--- config.mk ---
export PLATFORM = sky130hd
export DESIGN_NAME = icacheCtrl_flat
export DESIGN_NICKNAME = d
export VERILOG_FILES = /design/src/design/cachePkg.sv /design/src/design/busPkg.sv /design/src/design/wayRamIf.sv /design/src/design/icacheCtrl.sv /design/src/flat_wrapper.sv
export SDC_FILE = /design/constraint.sdc
export NUM_CORES = 2
export LEC_CHECK = 0
export BUFFER_PORTS_ARGS = -buffer_cell sky130_fd_sc_hd__buf_2
export CAP_MARGIN = 20
export CORE_MARGIN = 2
export CORE_UTILIZATION = 31
export CTS_CLUSTER_SIZE = 24
export DETAILED_ROUTE_END_ITERATION = 8
export SETUP_SLACK_MARGIN = 0.5
export SYNTH_ARGS = -nofsm -noshare
export SYNTH_HDL_FRONTEND = slang
export SYNTH_SLANG_ARGS = --single-unit
--- constraint.sdc ---
create_clock -name clk -period 17.1 [get_ports clk]
set_input_delay 1.71 -clock clk [delete_from_list [all_inputs] [get_ports clk]]
set_output_delay 1.71 -clock clk [all_outputs]
set_load 0.05 [all_outputs]
--- src/design/cachePkg.sv ---
package cachePkg;

  // split of a 32-bit fetch address
  typedef logic [20:0] tag_t;
  typedef logic [5:0]  index_t;
  typedef logic [4:0]  offset_t;

  // one line is four 64-bit beats
  typedef logic [255:0] line_t;
  typedef logic [63:0]  word_t;

  // controller states
  typedef enum logic [2:0] {
    idle,
    lookup,
    missReq,
    refill,
    fill
  } cacheState_t;

  // top address nibble of cacheable space
  localparam logic [3:0] CACHED_REGION = 4'h8;

endpackage

--- src/design/busPkg.sv ---
package busPkg;

  typedef logic [31:0] addr_t;
  typedef logic [63:0] beat_t;

  // burst length field, number of beats minus one
  typedef logic [7:0] burstLen_t;

  // beats in one cache line
  localparam int LINE_BEATS = 4;

endpackage

--- src/design/wayRamIf.sv ---
`timescale 1ns/1ps

interface wayRamIf import cachePkg::*; ();

  logic   chipEn;
  logic   wrEn;
  index_t index;
  line_t  wrLine;
  // registered read data, valid the cycle after an enabled read
  line_t  rdLine;

  modport ctrl (
    output chipEn,
    output wrEn,
    output index,
    output wrLine,
    input  rdLine
  );

  modport ram (
    input  chipEn,
    input  wrEn,
    input  index,
    input  wrLine,
    output rdLine
  );

endinterface

--- src/design/icacheCtrl.sv ---
`timescale 1ns/1ps

module icacheCtrl import cachePkg::*, busPkg::*; #(
  parameter int NUM_SETS = 64
) (
  input  logic      clk,
  input  logic      rst_n,
  // fetch side
  input  logic      reqValid_i,
  input  addr_t     reqAddr_i,
  output logic      addrOk_o,
  output logic      dataOk_o,
  output word_t     rdData_o,
  // refill side
  output logic      memRdValid_o,
  input  logic      memRdReady_i,
  output addr_t     memAddr_o,
  output burstLen_t memLen_o,
  input  beat_t     memData_i,
  input  logic      memDataValid_i,
  input  logic      memLast_i,
  // way data arrays
  wayRamIf.ctrl     way0,
  wayRamIf.ctrl     way1
);

  localparam int BEAT_W = $clog2(LINE_BEATS);
  localparam int WORD_W = $bits(word_t);
  localparam int OFF_W  = $bits(offset_t);
  localparam int IDX_W  = $bits(index_t);

  cacheState_t state;
  cacheState_t nextState;

  addr_t   reqLatch;
  tag_t    reqTag;
  index_t  reqIndex;
  offset_t reqOffset;
  index_t  inIndex;
  logic    uncached;

  tag_t                tagArray [2][NUM_SETS];
  logic [NUM_SETS-1:0] validArray [2];

  logic way0Hit;
  logic way1Hit;
  logic hit;
  logic accept;
  logic fillEn;
  logic lastBeat;
  logic useBuf;
  logic victim;

  logic [BEAT_W-1:0] beatCnt;
  logic [BEAT_W-1:0] wordSel;
  line_t             lineBuf;
  line_t             selLine;

  // latched request fields
  assign reqTag    = reqLatch[31 -: $bits(tag_t)];
  assign reqIndex  = reqLatch[OFF_W +: IDX_W];
  assign reqOffset = reqLatch[OFF_W-1:0];
  assign uncached  = reqLatch[31:28] != CACHED_REGION;

  // index of the incoming request, used for the parallel way read
  assign inIndex = reqAddr_i[OFF_W +: IDX_W];

  assign way0Hit = validArray[0][reqIndex] && (tagArray[0][reqIndex] == reqTag);
  assign way1Hit = validArray[1][reqIndex] && (tagArray[1][reqIndex] == reqTag);

  // buffer hit right after a fill or an uncached return
  assign hit = useBuf || (!uncached && (way0Hit || way1Hit));

  assign addrOk_o = (state == idle) || (state == lookup && hit);
  assign accept   = reqValid_i && addrOk_o;
  assign fillEn   = state == fill;
  assign lastBeat = memDataValid_i && memLast_i;

  always_ff @(posedge clk or negedge rst_n) begin
    if (!rst_n) begin
      state <= idle;
    end else begin
      state <= nextState;
    end
  end

  always_comb begin
    nextState = state;
    unique case (state)
      idle: begin
        if (reqValid_i) begin
          nextState = lookup;
        end
      end
      lookup: begin
        if (!hit) begin
          nextState = missReq;
        end else if (!reqValid_i) begin
          nextState = idle;
        end
      end
      missReq: begin
        if (memRdReady_i) begin
          nextState = refill;
        end
      end
      refill: begin
        if (lastBeat) begin
          nextState = uncached ? lookup : fill;
        end
      end
      fill: begin
        nextState = lookup;
      end
      default: begin
        nextState = idle;
      end
    endcase
  end

  always_ff @(posedge clk) begin
    if (accept) begin
      reqLatch <= reqAddr_i;
    end
  end

  always_ff @(posedge clk or negedge rst_n) begin
    if (!rst_n) begin
      useBuf  <= 1'b0;
      beatCnt <= '0;
      victim  <= 1'b0;
    end else begin
      useBuf <= fillEn || (state == refill && lastBeat && uncached);
      if (state == refill && memDataValid_i) begin
        beatCnt <= memLast_i ? '0 : beatCnt + 1'b1;
      end
      // toggle only on cacheable refills
      if (fillEn) begin
        victim <= ~victim;
      end
    end
  end

  // collect refill beats
  always_ff @(posedge clk) begin
    if (state == refill && memDataValid_i) begin
      lineBuf[beatCnt*WORD_W +: WORD_W] <= memData_i;
    end
  end

  // tag and valid written in the fill cycle
  always_ff @(posedge clk) begin
    if (fillEn) begin
      tagArray[victim][reqIndex] <= reqTag;
    end
  end

  always_ff @(posedge clk or negedge rst_n) begin
    if (!rst_n) begin
      validArray[0] <= '0;
      validArray[1] <= '0;
    end else if (fillEn) begin
      validArray[victim][reqIndex] <= 1'b1;
    end
  end

  // way arrays, read on accept and write the victim on fill
  assign way0.chipEn = accept || (fillEn && !victim);
  assign way0.wrEn   = fillEn && !victim;
  assign way0.index  = fillEn ? reqIndex : inIndex;
  assign way0.wrLine = lineBuf;

  assign way1.chipEn = accept || (fillEn && victim);
  assign way1.wrEn   = fillEn && victim;
  assign way1.index  = fillEn ? reqIndex : inIndex;
  assign way1.wrLine = lineBuf;

  // uncached word always lands in beat 0
  assign wordSel = uncached ? '0 : reqOffset[4:3];

  always_comb begin
    if (useBuf) begin
      selLine = lineBuf;
    end else if (way0Hit) begin
      selLine = way0.rdLine;
    end else begin
      selLine = way1.rdLine;
    end
  end

  assign rdData_o = selLine[wordSel*WORD_W +: WORD_W];
  assign dataOk_o = (state == lookup) && hit;

  // refill request, line aligned unless uncached
  assign memRdValid_o = state == missReq;
  assign memAddr_o    = uncached ? reqLatch : {reqTag, reqIndex, offset_t'(0)};
  assign memLen_o     = uncached ? '0 : burstLen_t'(LINE_BEATS - 1);

endmodule

--- src/flat_wrapper.sv ---
// flat-port wrapper written by rule: the top's interface ports become plain ports
module icacheCtrl_flat import cachePkg::*, busPkg::*;
#(
  parameter int NUM_SETS = 64
)
  (clk, rst_n, reqValid_i, reqAddr_i, addrOk_o, dataOk_o, rdData_o, memRdValid_o, memRdReady_i, memAddr_o, memLen_o, memData_i, memDataValid_i, memLast_i, way0_chipEn, way0_wrEn, way0_index, way0_wrLine, way0_rdLine, way1_chipEn, way1_wrEn, way1_index, way1_wrLine, way1_rdLine);
  wayRamIf way0_i ();
  wayRamIf way1_i ();
  input  logic clk;
  input  logic rst_n;
  input  logic reqValid_i;
  input  addr_t reqAddr_i;
  output logic addrOk_o;
  output logic dataOk_o;
  output word_t rdData_o;
  output logic memRdValid_o;
  input  logic memRdReady_i;
  output addr_t memAddr_o;
  output burstLen_t memLen_o;
  input  beat_t memData_i;
  input  logic memDataValid_i;
  input  logic memLast_i;
  output wire logic [$bits(way0_i.chipEn)-1:0] way0_chipEn;
  output wire logic [$bits(way0_i.wrEn)-1:0] way0_wrEn;
  output wire logic [$bits(way0_i.index)-1:0] way0_index;
  output wire logic [$bits(way0_i.wrLine)-1:0] way0_wrLine;
  input wire logic [$bits(way0_i.rdLine)-1:0] way0_rdLine;
  output wire logic [$bits(way1_i.chipEn)-1:0] way1_chipEn;
  output wire logic [$bits(way1_i.wrEn)-1:0] way1_wrEn;
  output wire logic [$bits(way1_i.index)-1:0] way1_index;
  output wire logic [$bits(way1_i.wrLine)-1:0] way1_wrLine;
  input wire logic [$bits(way1_i.rdLine)-1:0] way1_rdLine;
  assign way0_chipEn = way0_i.chipEn;
  assign way0_wrEn = way0_i.wrEn;
  assign way0_index = way0_i.index;
  assign way0_wrLine = way0_i.wrLine;
  assign way0_i.rdLine = way0_rdLine;
  assign way1_chipEn = way1_i.chipEn;
  assign way1_wrEn = way1_i.wrEn;
  assign way1_index = way1_i.index;
  assign way1_wrLine = way1_i.wrLine;
  assign way1_i.rdLine = way1_rdLine;
  icacheCtrl #(.NUM_SETS(NUM_SETS)) u_core (.clk(clk), .rst_n(rst_n), .reqValid_i(reqValid_i), .reqAddr_i(reqAddr_i), .addrOk_o(addrOk_o), .dataOk_o(dataOk_o), .rdData_o(rdData_o), .memRdValid_o(memRdValid_o), .memRdReady_i(memRdReady_i), .memAddr_o(memAddr_o), .memLen_o(memLen_o), .memData_i(memData_i), .memDataValid_i(memDataValid_i), .memLast_i(memLast_i), .way0(way0_i), .way1(way1_i));
endmodule
-- Word-level counts from Yosys, hierarchy flattened
Memories as Yosys holds them, arrays and structs flattened.
Cells that the tools add are included.
- add/subtract/negate cells: 2
- magnitude comparators: 6
- equality and inequality tests: 11
- shift-type cells: 3
- multiplexer cells: 33
- bitwise logic cells: 4
- reductions and logical operators: 24
- operator list (operator ; number):
    $mux W1344 ; 1
    $mux W256 ; 2
    $bwmux W256 ; 1
    $shift A64 B34 Y256 const A ; 1
    $shiftx A256 B9 Y64 ; 1
    $shiftx A64 B34 Y256 ; 1
    $bmux W21 S6 ; 2
    $or A128 B128 Y128 ; 1
    $demux W21 S6 ; 1
    $mux W21 ; 5
    $demux W64 S1 ; 1
    $mux W64 ; 1
    $eq A21 B21 Y1 ; 2
    $neg A8 Y34 ; 1
    $mux W3 ; 6
    $pmux W3 S5 ; 1
    $logic_and A1 B1 Y1 ; 14
    $bmux W1 S6 ; 2
    $ge A7 B7 Y1 const B ; 1
    $lt A6 B7 Y1 const B ; 1
    $lt A7 B1 Y1 const B ; 1
    $not A6 Y7 ; 1
    $demux W1 S6 ; 1
    $eq A3 B2 Y1 const B ; 2
    20 further kinds ; 32
- flip-flop bits (word level): 423
- memory bits (writable): 2688
- input port bits: 614
- output and inout bits: 635
- logic and storage cells: 92
- memories: 1
- memories (name ; depth ; width ; read ports ; clocked after Yosys merged registers in ; write ports ; RTL line ; RTL):
    u_core.tagArray ; 2 ; 1344 ; 2 ; 0 ; 1 ; icacheCtrl.sv:42 ; tag_t tagArray [2][NUM_SETS];

-- Longest topological paths before layout
- depth after elaboration: 13
- mapped depth: 21
- gate-level depth less buffers: 12

-- Least setup slack after synthesis
OpenSTA, ideal clock, no wires.
- path type: register to output
- start point: register u_core.reqLatch[31]
- end point: output rdData_o[28]
- arrival time: 5383 ps
- data required time: 15390 ps
- setup slack: 10007 ps
- stages on the path, launching flop included: 14
- path buffers: 5
- path through: edfxtp_1 > nor4b_1 > and2_1 > clkbuf_1 > buf_1 > buf_1 > buf_1 > clkbuf_1 > nand2_1 > nand2_1 > nand2_1 > nand2_1 > a221oi_1 > a2bb2oi_1
- word-level cells in the longest chain between the ends: 5
- elaborated cells between the ends (all ways): 7
- classes of those cells: 2 x eq/ne; 1 x shift; 3 x mux; 1 x reduce/logical
- RTL lines (item ; RTL line ; RTL):
    start, declared ; icacheCtrl.sv:35 ; addr_t reqLatch;
    start signal, assigned ; icacheCtrl.sv:123 ; reqLatch <= reqAddr_i;
    $eq A21 B21 Y1 ; icacheCtrl.sv:68 ; assign way0Hit = validArray[0][reqIndex] && (tagArray[0][reqIndex] == reqTag);
    $logic_and A1 B1 Y1 ; icacheCtrl.sv:68 ;
    $mux W256 ; icacheCtrl.sv:184 ; end else if (way0Hit) begin
    $mux W256 ; icacheCtrl.sv:182 ; if (useBuf) begin
    $shiftx A256 B9 Y64 * ; icacheCtrl.sv:191 ; assign rdData_o = selLine[wordSel*WORD_W +: WORD_W];
    end, declared ; flat_wrapper.sv:15 ; output word_t rdData_o;
Mark *: on every way between the ends. The rest lies on a longest branch, timed or not.

-- Worst setup path in the final report
- start point: register u_core.reqLatch[7]
- end point: output rdData_o[57]
- word-level cells in the longest chain between the ends: 9
- elaborated cells between the ends (all ways): 11
- classes of those cells: 1 x eq/ne; 1 x shift; 7 x mux; 1 x bitwise; 1 x reduce/logical
- RTL lines (item ; RTL line):
    $not A6 Y7 (implied by the code) ; icacheCtrl.sv:68
    $bmux W21 S6 ; icacheCtrl.sv:68
    $mux W21 (implied by the code) (2 in series) ; icacheCtrl.sv:68
    $eq A21 B21 Y1 ; icacheCtrl.sv:68
    $logic_and A1 B1 Y1 * ; icacheCtrl.sv:68
    $mux W256 * ; icacheCtrl.sv:184
    $mux W256 * ; icacheCtrl.sv:182
    $shiftx A256 B9 Y64 * ; icacheCtrl.sv:191
Mark *: on every way between the ends. The rest lies on a longest branch, timed or not. The select of a mux whose other input is x is not followed.

==> impl_metrics.json <==
{
  "crit_path_end": "rdData_o[57]",
  "die_h_um": 654,
  "grt_pass1_vias": 84700,
  "n_fill_cell": 39600,
  "numClockSinks": 3111,
  "synthFlopType": "edfxtp_1",
  "grt_max_degree": 134,
  "first_pass_iters": 9,
  "place.gp.congestion": 1.05,
  "ioPinCount": 1249,
  "initial_core_util": 0.312,
  "cts_root_buf": "clkbuf_16",
  "final-seq-area_um2": 92700,
  "cts_resized": 0,
  "crit_required_ns": 15.39,
  "cp_cell_sequence": "buf_4 -> buf_4 -> buf_12 -> mux2_2 -> a221o_1 -> a22oi_1 -> o2bb2ai_1 -> a221oi_1 -> a21oi_1 -> nor4_1 -> nand4_1 -> nand4b_1 -> buf_4 -> nor2_4 -> buf_4 -> a221oi_1 -> a2bb2oi_1 -> buf_2",
  "die_x_um": 654,
  "wl_per_cell_um": 47.7,
  "clk_latency_ns": 1.05,
  "fmax_mhz": 84.9,
  "p_total_w": 0.0198,
  "antenna_found_initial": 350,
  "fin_tns_setup_ns": 0,
  "synth_warnings": 0,
  "worstSetupStartpointType": "register",
  "crit_top_cell": "buf_4",
  "hold_depth": 1,
  "finalCriticalPeriod_ns": 11.78,
  "rrSetupSlack_ns": 8.21,
  "slew_headroom": -0.00182,
  "crit_slowest_cell": "a2bb2oi_1",
  "peakVddDrop_uv": 133,
  "rsz0062_at_grt": "false",
  "cp.arrival_ns": 10.07,
  "ys_seq_area_frac": 0.708,
  "cap_viol_max_count": 0,
  "h-tree-depth": 5,
  "avgViaCountPerCell": 6.06,
  "dpl.hpwl_um": 531000,
  "overflow": 0,
  "cts_tree": "done",
  "synthesis.area_um2": 131000,
  "final_nets": 10200,
  "drc_errors": 0,
  "r2r-end": "u_core.reqLatch[15]",
  "path_class": "reg2out",
  "cts_setup_buffers": 0,
  "port_buffers": 1242,
  "outcome": "complete, but fails checks",
  "maxSlewViolCount": 1,
  "reg2reg_depth": 18,
  "core_um2": 420000,
  "clk_pin_slew_ns": 0.06,
  "totalWireLength_um": 745000,
  "violations": "max-slew violations",
  "yosys-top-cells-area": "edfxtp_1 68%, mux2i_1 4.5%, dfrtp_1 2.6%",
  "synth_edf_count": 2976,
  "grt_pass1_wl_um": 927000,
  "hold_class": "reg2reg",
  "ant_nets": 0,
  "hold_viol_final": 0,
  "powerDensity_nw_per_um2": 128,
  "cts_buffers": 335,
  "r2r_start": "u_core.reqLatch[6]",
  "synth_area_leader_cell": "edfxtp_1",
  "area_growth_pct": 18.3,
  "synth_top_area_share": 0.682,
  "ys_seq_elements": 3111,
  "synthCells": 8559,
  "min_period_over_period": 0.689,
  "worst_pin_slew_ns": 1.50,
  "clk_path_buf_depth": 4,
  "skew_ns": 0.138,
  "synth_cell_type_count": 78,
  "crit_path_max_incr_delay_ns": 0.88,
  "cp-end-kind": "output pin",
  "grt_usage": 0.335,
  "ctsHoldBuffers": 0,
  "crit_fanout": 124,
  "vias": 94600,
  "critPathLaunch": "u_core.reqLatch[7]",
  "power_leakage_nw": 53.8,
  "async_flop_share": 0.0434,
  "multi_input_area_um2": 34200,
  "drive_gt1_frac": 0.277,
  "rows": 238,
  "syn_avg_cell_area_um2": 15.3,
  "dieArea_um2": 428000,
  "setup_viol": 0,
  "first_iter_violations": 18200
}
[sequential cells by signal, summed over array words and instances, names as in the netlist]
name	flops
u_core.tagArray	2688
u_core.way0.wrLine	256
u_core.validArray	128
u_core.reqLatch	32
u_core.state	3
u_core.beatCnt	2
u_core.useBuf	1
u_core.victim	1
[layer usage]
metal	up-vias	routed length, µm	GRT usage
met5	-	908	0.00985
met4	54	42800	0.157
met3	1373	105000	0.134
met2	7950	296000	0.456
met1	49400	300000	0.461
li1	35800	-	-
[critical path: cells and delay by family, from the launching register on]
family | cells | cell delay (ns)
buffers and inverters | 6 | 3.10
AND/OR/NAND/NOR | 4 | 1.71
AO/OA/AOI/OAI | 7 | 2.92
multiplexers | 1 | 0.42
flip-flops | 1 | 0.41
[Yosys cell counts, types with 9 or more instances]
| cell type | n |
|---|---|
| o211ai_1 | 17 |
| a221oi_1 | 374 |
| o21ai_0 | 224 |
| o41ai_1 | 60 |
| nand2_1 | 644 |
| nor3b_1 | 17 |
| a211o_1 | 9 |
| nand2b_1 | 81 |
| a222oi_1 | 12 |
| dfrtp_1 | 135 |
| buf_1 | 75 |
| nand3_1 | 32 |
| a211oi_1 | 119 |
| buf_4 | 358 |
| buf_2 | 187 |
| nand4_1 | 30 |
| o2bb2ai_1 | 20 |
| and2_1 | 274 |
| nor2b_1 | 16 |
| a221o_1 | 86 |
| xnor2_1 | 17 |
| mux2i_1 | 591 |
| nor3_1 | 38 |
| and3_1 | 59 |
| buf_6 | 13 |
| a22oi_1 | 228 |
| a21oi_1 | 191 |
| or3b_2 | 20 |
| xor2_1 | 18 |
| nand3b_1 | 15 |
| a31oi_1 | 11 |
| mux2_2 | 202 |
| a2bb2oi_1 | 73 |
| nor4_1 | 24 |
| mux4_2 | 90 |
| clkbuf_1 | 290 |
| nor2_1 | 285 |
| or2_2 | 133 |
| o31a_1 | 61 |
| a22o_1 | 57 |
| o22a_1 | 68 |
| o221ai_1 | 23 |
| o22ai_1 | 207 |
| edfxtp_1 | 2976 |
[layout make-up]
type	instances	area share
Sequential cell	3111	0.598
Multi-Input combinational cell	4520	0.221
Tap cell	5640	0.0455
Timing Repair Buffer	1601	0.0613
Inverter	10	0.000387
Clock inverter	186	0.0142
Antenna cell	116	0.00187
Clock buffer	428	0.0576
[cells in the final DEF (no fill, tap or decap), drive strengths merged, types with 207 or more instances in the layout]
cell | Yosys | final
o22ai | 207 | 207
a221oi | 379 | 379
a22oi | 228 | 228
buf | 633 | 1601
edfxtp | 2976 | 2976
nor2 | 287 | 287
clkbuf | 290 | 428
nand2 | 644 | 644
and2 | 277 | 277
o21ai | 224 | 224
mux2i | 591 | 591
mux2 | 210 | 210
[per-stage QoR]
| stage | hold WS (ns) | setup WS, ns | cell area, µm² | std cells | utilization |
|---|---|---|---|---|---|
| finish | 0.467 | 5.32 | 155000 | 15600 | 0.369 |
| global route | 0.479 | 5.33 | 155000 | 15500 | 0.368 |
| CTS | 0.466 | 5.56 | 155000 | 15500 | 0.368 |
| detailed placement | 0.447 | 6.61 | 143000 | 14900 | 0.341 |
| global placement | 0.445 | 6.56 | 143000 | 14800 | 0.340 |
| floorplan | 0.427 | 10.01 | 131000 | 8564 | - |
[how the worst min path moves through the flow]
stage                          start                     to  slack, ns
3_3_place_gp   u_core.validArray[68]  u_core.validArray[68]       0.44
4_1_cts        u_core.validArray[62]  u_core.validArray[62]       0.47
6_report       u_core.validArray[62]  u_core.validArray[62]       0.47
2_1_floorplan  u_core.validArray[79]  u_core.validArray[79]       0.43
3_5_place_dp   u_core.validArray[62]  u_core.validArray[62]       0.45
5_1_grt        u_core.validArray[17]  u_core.validArray[17]       0.48
[power by group]
group / internal [W] / switching (W) / leakage [nW]
clock network: 0.00427 / 0.00319 / 5.38
logic: 0.000770 / 0.00276 / 19.8
registers: 0.00858 / 0.000256 / 28.7
[logic make-up after synthesis]
| logic type | Yosys count | synth area share |
|---|---|---|
| DFF | 3111 | 0.708 |
| AOI/OAI and AO/OA | 1884 | 0.108 |
| and+or+nand+nor | 1699 | 0.0638 |
| buffers and inverters | 933 | 0.0395 |
| muxes | 891 | 0.0787 |
| xor gates and xnor gates | 35 | 0.00234 |
| adders and majority gates | 5 | 0.000477 |
| other | 1 | 0.0000286 |
(Power assumes the default switching activity.)
